<file path="src/design/wb_master_pkg.sv">
`default_nettype none

package wb_master_pkg;

  // user side word width
  localparam int MASTER_W = 32;

  // slave bus data width, MASTER_W must be 1, 2, 4 or 8 times this
  localparam int SLAVE_W = 8;

  // wishbone address width, beat addresses wrap inside this range
  localparam int ADR_W = 8;

  // single accesses needed for one user word
  localparam int BEATS = MASTER_W / SLAVE_W;

  // a one-beat configuration still needs a 1-bit index
  localparam int BEAT_IDX_W = (BEATS > 1) ? $clog2(BEATS) : 1;

  // full user word
  typedef logic [MASTER_W-1:0] master_word_t;

  // one slice as it goes over the bus
  typedef logic [SLAVE_W-1:0] slave_word_t;

  typedef logic [ADR_W-1:0] adr_t;

  // slice number inside a request, 0 is the lowest slice
  typedef logic [BEAT_IDX_W-1:0] beat_idx_t;

endpackage

`default_nettype wire

</file>
<file path="src/design/wb_beat_if.sv">
`default_nettype none

interface wb_beat_if import wb_master_pkg::*; ();

  logic        beat_valid;  // held until beat_done
  logic        beat_we;
  adr_t        beat_adr;    // base + beat index
  slave_word_t beat_wdat;   // write slice for this beat
  beat_idx_t   beat_idx;
  logic        beat_last;   // final slice of the request
  logic        beat_done;   // ack accepted on the bus
  slave_word_t beat_rdat;   // slave data belonging to that ack

  modport seq (
    output beat_valid,
    output beat_we,
    output beat_adr,
    output beat_wdat,
    output beat_idx,
    output beat_last,
    input  beat_done
  );

  modport port (
    input  beat_valid,
    input  beat_we,
    input  beat_adr,
    input  beat_wdat,
    input  beat_last,
    output beat_done,
    output beat_rdat
  );

  // read side only needs to know where a returned slice belongs
  modport gather (
    input beat_done,
    input beat_we,
    input beat_idx,
    input beat_last,
    input beat_rdat
  );

endinterface

`default_nettype wire

</file>
<file path="src/design/wb_beat_seq.sv">
`default_nettype none

module wb_beat_seq import wb_master_pkg::*;
(
  input  logic         CLK_I,
  input  logic         RST_I,

  input  logic         req_valid_i,
  input  logic         req_we_i,
  input  adr_t         req_adr_i,
  input  master_word_t req_dat_i,
  output logic         req_ready_o,

  input  logic         rsp_pending_i,
  output logic         xfer_active_o,

  wb_beat_if.seq       beat
);

  typedef enum logic [1:0] {
    IDLE,
    BEAT,
    GAP,
    FINISH
  } seq_state_t;

  seq_state_t   state_q;
  beat_idx_t    idx_q;
  logic         accept;

  // request copy, held for the whole transfer
  logic         hold_we_q;
  adr_t         hold_adr_q;
  master_word_t hold_dat_q;

  // a read response still owned by the user blocks the next request
  assign req_ready_o = (state_q == IDLE) && !rsp_pending_i;
  assign accept      = req_valid_i && req_ready_o;

  // low again once the last beat is acked
  assign xfer_active_o = (state_q == BEAT) || (state_q == GAP);

  always_ff @(posedge CLK_I)
  begin
    if (RST_I)
    begin
      state_q <= IDLE;
      idx_q   <= '0;
    end
    else
    begin
      case (state_q)
        IDLE:
        begin
          if (accept)
          begin
            idx_q   <= '0;
            state_q <= GAP;  // one cycle to settle the first beat
          end
        end
        GAP:
        begin
          state_q <= BEAT;
        end
        BEAT:
        begin
          if (beat.beat_done)
          begin
            if (beat.beat_last)
            begin
              state_q <= FINISH;
            end
            else
            begin
              idx_q   <= idx_q + 1'b1;
              state_q <= GAP;  // valid drops while the index moves on
            end
          end
        end
        FINISH:
        begin
          state_q <= IDLE;
        end
        default:
        begin
          state_q <= IDLE;
        end
      endcase
    end
  end

  always_ff @(posedge CLK_I)
  begin
    if (accept)
    begin
      hold_we_q  <= req_we_i;
      hold_adr_q <= req_adr_i;
      hold_dat_q <= req_dat_i;
    end
  end

  assign beat.beat_valid = (state_q == BEAT);
  assign beat.beat_we    = hold_we_q;
  assign beat.beat_idx   = idx_q;
  assign beat.beat_last  = (idx_q == beat_idx_t'(BEATS - 1));

  // address wraps at the top of the bus range
  assign beat.beat_adr  = hold_adr_q + adr_t'(idx_q);
  assign beat.beat_wdat = hold_dat_q[idx_q*SLAVE_W +: SLAVE_W];  // lowest slice first

  // the bus port relies on a steady beat until it reports the ack
  beat_hold_a : assert property (
    @(posedge CLK_I) disable iff (RST_I)
    beat.beat_valid && !beat.beat_done |=>
      $stable({beat.beat_we, beat.beat_adr, beat.beat_wdat, beat.beat_idx, beat.beat_last})
  );

endmodule

`default_nettype wire

</file>
<file path="src/design/wb_bus_port.sv">
`default_nettype none

module wb_bus_port import wb_master_pkg::*;
(
  input  logic        CLK_I,
  input  logic        RST_I,

  input  logic        xfer_active_i,
  wb_beat_if.port     beat,

  output logic        wb_cyc_o,
  output logic        wb_stb_o,
  output logic        wb_we_o,
  output adr_t        wb_adr_o,
  output slave_word_t wb_dat_o,
  input  slave_word_t wb_dat_i,
  input  logic        wb_ack_i
);

  logic ack_ok;
  logic launch;

  // an ack without strobe is ignored
  assign ack_ok = wb_stb_o && wb_ack_i;
  assign launch = xfer_active_i && beat.beat_valid && !wb_stb_o;

  always_ff @(posedge CLK_I)
  begin
    if (RST_I)
    begin
      wb_cyc_o <= 1'b0;
      wb_stb_o <= 1'b0;
    end
    else if (!xfer_active_i)
    begin
      wb_cyc_o <= 1'b0;
      wb_stb_o <= 1'b0;
    end
    else if (ack_ok)
    begin
      wb_stb_o <= 1'b0;
      if (beat.beat_last)
      begin
        wb_cyc_o <= 1'b0;  // cycle ends with the last ack
      end
    end
    else if (launch)
    begin
      wb_cyc_o <= 1'b1;
      wb_stb_o <= 1'b1;
    end
  end

  // beat fields go out together with the strobe
  always_ff @(posedge CLK_I)
  begin
    if (launch)
    begin
      wb_we_o  <= beat.beat_we;
      wb_adr_o <= beat.beat_adr;
      wb_dat_o <= beat.beat_wdat;
    end
  end

  assign beat.beat_done = ack_ok;    // strobe falls next edge, so one cycle wide
  assign beat.beat_rdat = wb_dat_i;  // sampled by the gatherer on that edge

  stb_in_cyc_a : assert property (
    @(posedge CLK_I) disable iff (RST_I)
    wb_stb_o |-> wb_cyc_o
  );

  adr_hold_a : assert property (
    @(posedge CLK_I) disable iff (RST_I)
    wb_stb_o && !wb_ack_i |=> $stable(wb_adr_o)
  );

endmodule

`default_nettype wire

</file>
<file path="src/design/wb_read_gather.sv">
`default_nettype none

module wb_read_gather import wb_master_pkg::*;
(
  input  logic         CLK_I,
  input  logic         RST_I,

  wb_beat_if.gather    beat,

  input  logic         rsp_ready_i,
  output logic         rsp_valid_o,
  output master_word_t rsp_dat_o,
  output logic         rsp_pending_o
);

  master_word_t asm_q;
  master_word_t asm_next;
  master_word_t rsp_dat_q;
  logic         rsp_valid_q;
  logic         rd_done;

  assign rd_done = beat.beat_done && !beat.beat_we;

  // merge the returned slice into the partial word
  always_comb
  begin
    asm_next = asm_q;
    asm_next[beat.beat_idx*SLAVE_W +: SLAVE_W] = beat.beat_rdat;
  end

  always_ff @(posedge CLK_I)
  begin
    if (rd_done)
    begin
      asm_q <= asm_next;
      if (beat.beat_last)
      begin
        rsp_dat_q <= asm_next;  // complete word, held until taken
      end
    end
  end

  always_ff @(posedge CLK_I)
  begin
    if (RST_I)
    begin
      rsp_valid_q <= 1'b0;
    end
    else if (rd_done && beat.beat_last)
    begin
      rsp_valid_q <= 1'b1;
    end
    else if (rsp_ready_i)
    begin
      rsp_valid_q <= 1'b0;
    end
  end

  assign rsp_valid_o   = rsp_valid_q;
  assign rsp_dat_o     = rsp_dat_q;
  assign rsp_pending_o = rsp_valid_q;  // sequencer holds off new requests

  // the sequencer must not start a read over an unclaimed response
  no_read_over_rsp_a : assert property (
    @(posedge CLK_I) disable iff (RST_I)
    rd_done |-> !rsp_valid_q
  );

endmodule

`default_nettype wire

</file>
<file path="src/design/wb_width_master.sv">
`default_nettype none

module wb_width_master import wb_master_pkg::*;
(
  input  logic         CLK_I,
  input  logic         RST_I,

  // user request
  input  logic         req_valid_i,
  output logic         req_ready_o,
  input  logic         req_we_i,
  input  adr_t         req_adr_i,
  input  master_word_t req_dat_i,

  // read response
  output logic         rsp_valid_o,
  input  logic         rsp_ready_i,
  output master_word_t rsp_dat_o,

  // wishbone classic master
  output logic         wb_cyc_o,
  output logic         wb_stb_o,
  output logic         wb_we_o,
  output adr_t         wb_adr_o,
  output slave_word_t  wb_dat_o,
  input  slave_word_t  wb_dat_i,
  input  logic         wb_ack_i
);

  logic xfer_active;
  logic rsp_pending;

  wb_beat_if u_beat ();

  wb_beat_seq u_seq (
    .CLK_I         (CLK_I),
    .RST_I         (RST_I),
    .req_valid_i   (req_valid_i),
    .req_we_i      (req_we_i),
    .req_adr_i     (req_adr_i),
    .req_dat_i     (req_dat_i),
    .req_ready_o   (req_ready_o),
    .rsp_pending_i (rsp_pending),
    .xfer_active_o (xfer_active),
    .beat          (u_beat.seq)
  );

  wb_bus_port u_port (
    .CLK_I         (CLK_I),
    .RST_I         (RST_I),
    .xfer_active_i (xfer_active),
    .beat          (u_beat.port),
    .wb_cyc_o      (wb_cyc_o),
    .wb_stb_o      (wb_stb_o),
    .wb_we_o       (wb_we_o),
    .wb_adr_o      (wb_adr_o),
    .wb_dat_o      (wb_dat_o),
    .wb_dat_i      (wb_dat_i),
    .wb_ack_i      (wb_ack_i)
  );

  wb_read_gather u_gather (
    .CLK_I         (CLK_I),
    .RST_I         (RST_I),
    .beat          (u_beat.gather),
    .rsp_ready_i   (rsp_ready_i),
    .rsp_valid_o   (rsp_valid_o),
    .rsp_dat_o     (rsp_dat_o),
    .rsp_pending_o (rsp_pending)
  );

endmodule

`default_nettype wire

</file>
<file path="config.mk">
export PLATFORM = sky130hd
export DESIGN_NAME = wb_width_master
export DESIGN_NICKNAME = d
export VERILOG_FILES = /design/src/design/wb_master_pkg.sv /design/src/design/wb_beat_if.sv /design/src/design/wb_beat_seq.sv /design/src/design/wb_bus_port.sv /design/src/design/wb_read_gather.sv /design/src/design/wb_width_master.sv
export SDC_FILE = /design/constraint.sdc
export NUM_CORES = 1
export LEC_CHECK = 0
export BUFFER_PORTS_ARGS = -buffer_cell sky130_fd_sc_hd__buf_4
export CORE_ASPECT_RATIO = 0.9
export CORE_MARGIN = 2
export CORE_UTILIZATION = 44
export DETAILED_ROUTE_END_ITERATION = 8
export PLACE_DENSITY = 0.74
export SYNTH_ARGS = -nofsm -noshare
export SYNTH_HDL_FRONTEND = slang
export SYNTH_HIERARCHICAL = 1
export SYNTH_SLANG_ARGS = --single-unit
</file>
<file path="constraint.sdc">
create_clock -name CLK_I -period 2.9 [get_ports CLK_I]
set_input_delay 0.145 -clock CLK_I [delete_from_list [all_inputs] [get_ports CLK_I]]
set_output_delay 0.145 -clock CLK_I [all_outputs]
set_load 0.05 [all_outputs]
</file>
-- After elaboration in Yosys (flattened, before gate mapping)
Index checks and enable logic that the tools add are counted.
- bits in registers: 129
- bits of input ports: 54
- output and inout bits: 53
- logic and storage cells: 63
- add/sub/neg operators: 3
- equality and inequality tests: 8
- shift-type cells: 3
- mux-type cells: 14
- bitwise logic cells: 1
- reductions and logical operators: 21
- operators by type and width (cell ; number):
    $neg A5 Y34 ; 1
    $shift A8 B34 Y32 const A ; 1
    $shiftx A8 B34 Y32 ; 1
    $bwmux W32 ; 1
    $shiftx A32 B6 Y8 ; 1
    $mux W2 ; 5
    $add A8 B2 Y8 ; 1
    $pmux W2 S4 ; 1
    $logic_and A1 B1 Y1 ; 7
    $eq A2 B2 Y1 const B ; 3
    $mux W1 ; 6
    $reduce_and A2 Y1 ; 3
    $reduce_bool A2 Y1 ; 3
    $ne A2 B1 Y1 const B ; 2
    $ne A2 B2 Y1 const B ; 2
    $pmux W2 S2 ; 1
    $reduce_and A4 Y1 ; 1
    $logic_not A1 Y1 ; 3
    $reduce_or A3 Y1 ; 1
    $add A2 B1 Y2 const B ; 1
    $eq A2 B1 Y1 const B ; 1
    $logic_not A2 Y1 ; 1
    $reduce_or A2 Y1 ; 1
    $logic_or A1 B1 Y1 ; 1
    $not A1 Y1 ; 1

-- Longest topological paths before layout
Gate-level depths: netlist (run 1).
- depth in word-level cells: 6
- mapped depth: 6
- depth with buffers taken out: 6

-- Modules after synthesis
The synthesis (run 1) kept the hierarchy.
- by module, submodules not included (module ; instances ; cells an instance ; area an instance (µm²) ; seq. area each (µm²)):
    wb_read_gather ; 1 ; 140 ; 2501.1 ; 1941.9
    wb_beat_seq ; 1 ; 107 ; 1878.1 ; 1311.3
    wb_bus_port ; 1 ; 37 ; 679.4 ; 550.5

-- Worst setup path before layout (run 1)
No wires, ideal clock.
- path kind: register to register
- start point: register u_port.wb_stb_o
- end point: register u_gather.asm_q[0] (enable)
- library setup time: 0.425 ns
- arrival: 2.422 ns
- required time: 2.475 ns
- slack: 0.053 ns
- cell stages (with the launch flop): 3
- buffers on the path: 0
- cells stage by stage: dfxtp_1 -> and2_2 -> nor2b_1
- word-level cells in the longest chain between the ends: 2
- RTL lines (what ; RTL line ; RTL):
    start, declared ; wb_bus_port.sv:12 ; output logic wb_stb_o,
    start signal, assigned ; wb_bus_port.sv:32 ; wb_stb_o <= 1'b0;
    start signal, assigned ; wb_bus_port.sv:37 ; wb_stb_o <= 1'b0;
    start signal, assigned ; wb_bus_port.sv:41 ; wb_stb_o <= 1'b0;
    $logic_and A1 B1 Y1 ; wb_bus_port.sv:24 ; assign ack_ok = wb_stb_o && wb_ack_i;
    via u_beat.beat_done ; wb_beat_if.sv:11 ; logic beat_done;
    $logic_and A1 B1 Y1 ; wb_read_gather.sv:22 ; assign rd_done = beat.beat_done && !beat.beat_we;
    end signal, assigned ; wb_read_gather.sv:35 ; asm_q <= asm_next;
    end, declared ; wb_read_gather.sv:16 ; master_word_t asm_q;
The timed path passes the listed nets, and every way through them passes these cells.
A chain may end at the register's enable or synchronous reset.

-- Final worst setup path (run 1)
- start point: register u_seq.idx_q[0] (netlist: u_seq/beat.beat_idx[0])
- end point: register u_gather.asm_q[17] (data pin)
- word-level cells in the longest chain between the ends: 3
- RTL lines (what ; RTL line ; RTL):
    start, declared ; wb_beat_seq.sv:28 ; beat_idx_t idx_q;
    start signal, assigned ; wb_beat_seq.sv:75 ; idx_q <= idx_q + 1'b1;
    $neg A5 Y34 * ; wb_read_gather.sv:28 ; asm_next[beat.beat_idx*SLAVE_W +: SLAVE_W] = beat.beat_rdat;
    $shiftx A8 B34 Y32 or $shift A8 B34 Y32 (tied branches) ; wb_read_gather.sv:28 ;
    $bwmux W32 * ; wb_read_gather.sv:28 ;
    via u_gather.asm_next[17] ; wb_read_gather.sv:17 ; master_word_t asm_next;
The timed path passes the listed nets; every way through them passes the cells marked *.

==> results.toml, run 1 <==
[power_and_ir_drop]
seq_power_share = 0.466
pwr-share-clk = 0.442
pwr-share-comb = 0.091
p_leak_uw = 0.002636
finalPower_uw = 4755
switching_share = 0.2202
power.switching_uw = 1047
ir_worst_vdd_mv = 0.4000
power_density_mw_per_mm2 = 678.1
power.internal_uw = 3708

[setup_path]
path_buf_inv = 1
endpoint_kind = "flip-flop"
r2r-start = "u_seq/beat.beat_idx[0]"
reg2reg_to = "u_gather/asm_q[17]"
path_cells = "inv_1 -> ha_1 -> nand4bb_1 -> o32ai_1"
cp-start-kind = "flip-flop"
crit_path_max_incr_delay_ps = 590
critPathTopFamily = "flip-flops"
rrSetupSlack_ps = 850
cp_slowest_cell = "dfxtp_1"
worstRegToRegCells = 4
cp_max_fo = 14
critPathKind = "reg2reg"
arrival_ps = 2220
crit_required_ps = 3070

[timing]
setup_viol = 0
maxSlewHeadroom = 0.6382
setup-tns-final_ps = 0
max_freq_ghz = 0.4888
final.setup_skew_ps = 6.781
min_period_ps = 2046
hold_viol = 0
tightest_slew_ps = 542.7
final_max_slew_viol_count = 0
rsz0062_at_grt = "false"
period_share = 0.7054

[placed_design]
port_buffers = 106
placed_cells = 539
gp_congestion = 0.7304
dp_hpwl_um = 6500

[synth]
synth_most_common_cell = "edfxtp_1"
syn_nets = 350
async_flop_share = 0
netlist_top_cells_area = "edfxtp_1, a22o_1, mux4_2, dfxtp_1, ha_1"
synth_top_flop_cell = "edfxtp_1"
synth_edf_count = 122
synth_cells = 284
synth_top_family_by_area = "compound AO/OA/AOI/OAI gates"
synth_xor_area_frac = 0.01039
synth_fa_ha_area_frac = 0.03116
synth_mux_area_frac = 0.03562
synth_commonest_cells = "edfxtp_1, inv_1, a22o_1"
yosys_warnings = 6
synth_top_cell_area_share = 0.7242
synth_cell_types = 44
synth_compound_area_frac = 0.07148
synth_seq_cells = 129
synth_area_leader_cell = "edfxtp_1"
synth_area_mm2 = 0.005059
synth-simple-area-share = 0.05590
avgSynthCellArea_um2 = 17.81
synth-seq-area-share = 0.7519

[global_routing]
grt_pass1_vias = 3127
grt_max_degree = 34
antenna_found_initial = 0
grtUsageMet1 = 0.2152
grt_use_met2 = 0.2993
top_usage_layer = "met2"
grtUsageTotal = 0.1802
grt_overflow = 0
use_met3 = 0.07821
grt_pass1_wl_um = 16300

[clock_tree]
cts_root_buf = "clkbuf_16"
cts_setup_buffers = 0
cts_buffer_depth = 2
post_cts_resized = 0
tritoncts = "built"
clkSlewWorstSetupHoldPaths_ps = 50
cts_buffers = 17
h-tree-depth = 4
cts_hold_buf = 42
cts.sinks = 129
clk_latency_ps = 410

[detailed_routing]
routedWlPerCell_um = 16.99
wl_um = 10410
vias_per_cell = 4.874
drt_iter0_markers = 306
num_vias = 2988
drcViolationCount = 0
postRouteAntennaNets = 0
drt_pre_antenna_iters = 4

[final_layout]
layout.cells.non_filler = 613
final_nets = 510
num_antenna_cells = 0
area_delta_synth_final_pct = 38.63
drive_above_1_share = 0.3457

[hold_path]
worstHoldStart = "rsp_ready_i"
hold_path_class = "in2reg"
holdPathStages = 3
hold_end = "u_gather/rsp_pending_o"

[die]
num_rows = 37
die_w_um = 117.0
start_util = 0.4460
design.die.area_mm2 = 0.01237
core_mm2 = 0.01134
chipHeight_um = 105.7
ios = 107

[status]
outcome = "finished, final reports clean"

[flow_run]
maxCapViolations = 0
metrics by stage:
step	area, µm²	util	hold WS (ps)	worst slack (ps)
floorplan	5059	-	214.1	52.91
global placement	5998	0.5288	323.3	857.5
detailed placement	5998	0.5288	324.3	810.2
CTS	7013	0.6183	61.30	803.0
global route	7013	0.6183	64.55	669.2
finish	7013	0.6183	76.96	854.2
worst max path at each step:
stage / from / slack (ps) / to / cells past startpoint
2_1_floorplan: u_port/wb_stb_o / 50 / u_gather/asm_q[0] / 2
3_3_place_gp: u_seq/beat.beat_idx[0] / 860 / u_gather/rsp_dat_o[8] / 4
3_5_place_dp: u_seq/beat.beat_idx[0] / 810 / u_gather/rsp_dat_o[1] / 4
4_1_cts: u_seq/beat.beat_idx[0] / 800 / u_gather/rsp_dat_o[2] / 4
5_1_grt: u_seq/beat.beat_idx[0] / 670 / u_gather/asm_q[17] / 4
6_report: u_seq/beat.beat_idx[0] / 850 / u_gather/asm_q[17] / 4
state kept, by name, summed over array words and instances, names as in the netlist:
| name | cells |
|---|---|
| u_gather/asm_q | 32 |
| u_gather/rsp_dat_o | 32 |
| u_gather/rsp_pending_o | 1 |
| u_port/wb_adr_o | 8 |
| u_port/wb_cyc_o | 1 |
| u_port/wb_dat_o | 8 |
| u_port/wb_stb_o | 1 |
| u_port/wb_we_o | 1 |
| u_seq/beat.beat_idx | 2 |
| u_seq/beat.beat_we | 1 |
| u_seq/hold_adr_q | 8 |
| u_seq/hold_dat_q | 32 |
| u_seq/state_q | 2 |
power groups by stage:
stage / combinational, µW / sequential [µW] / clock [µW]
floorplan: 195 / 2290 / 0
global placement: 373 / 2250 / 0
detailed placement: 386 / 2250 / 0
CTS: 432 / 2220 / 2130
global route: 468 / 2230 / 2230
finish: 434 / 2220 / 2100
cells in the final DEF (no fill, tap or decap), drive strengths merged, types with 4 or more instances in the layout:
cell and n:
a22o 22, buf 115, clkbuf 17, clkinv 9, dfxtp 7, dlygate4sd3 42
edfxtp 122, ha 11, inv 26, mux4 8, nand2 8, nor2 5
nor2b 6, o32ai 8, xnor2 4
cell type report:
class,instances,area [µm²]
tap,156,195.2
clock inverter,15,168.9
timing repair buffer,157,1284
multi-input combinational,113,1039
fill,808,4329
inverter,26,97.59
clock buffer,17,425.4
sequential,129,3804
worst min-delay path, delay by kind of cell:
kind	cells	cell delay, ps
buffers and inverters	1	70
AOI/OAI and AO/OA	1	180
and+or+nand+nor	1	30
per-layer routing:
layer / share of wire / wire length [µm] / vias up
met5: 0 / 0 / -
li1: - / - / 1417
met1: 0.41 / 4313 / 1438
met2: 0.50 / 5220 / 124
met3: 0.076 / 790 / 9
met4: 0.0085 / 89 / 0
kinds of logic (layout without fill, tap and decap cells):
logic type / count (synthesis) / count (layout)
adder cells (fa/ha/maj): 12 / 12
buffers and inverters: 42 / 215
XOR/XNOR: 6 / 6
AO/OA/AOI/OAI: 43 / 43
flip-flops: 129 / 129
multiplexers: 8 / 8
AND/OR/NAND/NOR: 44 / 44
Power figures use the tool's default switching activity.
==> inputs of run 2 (changes only) <==
- clock period: 2.9 -> 2.1 ns (I/O delays scaled with it)
==> run 2 against run 1 <==
Combinational power increased by 40%. Critical path type unchanged. Die area unchanged. Flip-flop and latch count unchanged. First-iteration DRC count decreased by 24%. Utilization decreased by 0.40 points.
==> results.toml, run 2 (synthesis gave the netlist of run 1 again) <==
[detailed_routing]
num_vias = 3048
drt_pre_antenna_iters = 4
topRoutingLayerUsed = "met4"
vias_per_cell = 4.980
routedWlPerCell_um = 17.20
wl_met2_um = 5366
wl_met3_um = 869
wl_met1_um = 4178
wl_um = 10530
postRouteAntennaNets = 0
drcViolationCount = 0
drt_iter0_markers = 234

[setup_path]
reg2reg_to = "u_gather/rsp_dat_o[9]"
r2r-start = "u_seq/beat.beat_idx[1]"
cp-start-kind = "flip-flop"
path_cells = "inv_1 -> ha_1 -> and4b_1 -> a32o_1"
crit_required_ps = 2250
cp_slowest_cell = "dfxtp_1"
crit_path_max_incr_delay_ps = 450
arrival_ps = 1970
critPathKind = "reg2reg"
endpoint_kind = "flip-flop"
rrSetupSlack_ps = 280
worstRegToRegCells = 4
cp_max_fo = 8

[timing]
hold_viol = 0
min_period_ps = 1818
final.setup_skew_ps = 5.361
setup_viol = 0
maxSlewHeadroom = 0.7132
max_freq_ghz = 0.5501
period_share = 0.8657
rsz0062_at_grt = "false"
setup-tns-final_ps = 0
holdWs_ps = 42.53
tightest_slew_ps = 430.2
final_max_slew_viol_count = 0

[global_routing]
grt_pass1_wl_um = 16170
antenna_found_initial = 1
grt_overflow = 0
grtUsageTotal = 0.1789
grt_pass1_vias = 3164
grt_max_degree = 33

[hold_path]
hold_path_class = "in2reg"
worstHoldStart = "rsp_ready_i"
hold_end = "u_gather/rsp_pending_o"
holdPathStages = 3

[die]
design.die.area_mm2 = 0.01237
die_w_um = 117.0
num_rows = 37
core_mm2 = 0.01134
chipHeight_um = 105.7
ios = 107
start_util = 0.4460

[power_and_ir_drop]
power_density_mw_per_mm2 = 895.4
p_leak_uw = 0.002611
ir_worst_vdd_mv = 0.7781
switching_share = 0.2204
finalPower_uw = 6239
pwr-share-comb = 0.097
power.internal_uw = 4864
seq_power_share = 0.491
power.switching_uw = 1375
pwr-share-clk = 0.412

[clock_tree]
cts_buffer_depth = 2
clkSlewWorstSetupHoldPaths_ps = 50
cts.sinks = 129
cts_root_buf = "clkbuf_16"
clk_latency_ps = 400
h-tree-depth = 4
post_cts_resized = 0
tritoncts = "built"
cts_buffers = 17
cts_setup_buffers = 0

[flow_run]
maxCapViolations = 0

[final_layout]
layout.cells.non_filler = 612
fin_area_mm2 = 0.006968
drive_above_1_share = 0.3385
final_nets = 511
final_common_cell = "edfxtp_1"
area_delta_synth_final_pct = 37.74
mostFrequentLayoutCells = "edfxtp_1, buf_4, dlygate4sd3_1, inv_1, a22o_1"

[placed_design]
dp_hpwl_um = 6734
placed_cell_area_mm2 = 0.006037
port_buffers = 106
placed_cells = 540
gp_congestion = 0.7609

[status]
outcome = "finished, final reports clean"
[run 2: changes by cell type in the layout (fill, tap and decap cells not counted), moves of 2 or more]
cell       before  now
clkinv_4        4    0
bufinv_16       3    1
buf_12          0    2
clkbuf_1        0    4
[run 2: how the worst max path moves through the flow]
| stage | from | to | depth (start not counted) |
|---|---|---|---|
| after floorplan | u_seq/state_q[0] | u_seq/beat.beat_we | 4 |
| final | u_seq/beat.beat_idx[1] | u_gather/rsp_dat_o[9] | 4 |
| after global placement | u_seq/beat.beat_idx[1] | u_gather/asm_q[9] | 4 |
| after detailed placement | u_seq/beat.beat_idx[1] | u_gather/asm_q[21] | 4 |
| after global routing | u_seq/beat.beat_idx[1] | u_gather/asm_q[17] | 4 |
| after CTS | u_seq/beat.beat_idx[1] | u_gather/rsp_dat_o[21] | 4 |
[run 2: critical path, delay by kind of cell (launching register included)]
kind,cells,cell delay (ps)
flops,1,450
simple gates,1,310
fa+ha+maj,1,350
compound gates,1,330
buf+inv,1,120
[run 2: cell type report]
| cell class | instances | area (µm²) |
|---|---|---|
| Multi-Input combinational cell | 113 | 1045 |
| Inverter | 26 | 97.59 |
| Sequential cell | 129 | 3804 |
| Fill cell | 807 | 4374 |
| Antenna cell | 1 | 2.502 |
| Timing Repair Buffer | 158 | 1316 |
| Clock buffer | 21 | 440.4 |
| Tap cell | 156 | 195.2 |
| Clock inverter | 8 | 67.56 |
[run 2: layer usage]
layer	up-vias	global-route usage
met3	15	0.08166
met2	124	0.2960
met5	-	0
met1	1485	0.2109
li1	1424	-
met4	0	0.04790
[run 2: power groups by stage]
stage | registers, µW | logic [µW] | clock network (µW)
finish | 3060 | 607 | 2570
global route | 3080 | 643 | 2730
CTS | 3060 | 602 | 2600
detailed placement | 3120 | 539 | 0
global placement | 3100 | 520 | 0
floorplan | 3160 | 271 | 0
[run 2: repair_timing]
action / CTS / global route
setup endpoints to repair: 0 / 0
hold endpoints to repair: 44 / 0
hold buffers: 42 / 0
[run 2: through the flow]
step | setup WS, ps | util
5_1_grt | 76.85 | 0.6143
3_3_place_gp | 389.3 | 0.5323
3_5_place_dp | 285.4 | 0.5323
6_report | 282.1 | 0.6143
2_1_floorplan | 26.46 | -
4_1_cts | 274.5 | 0.6141
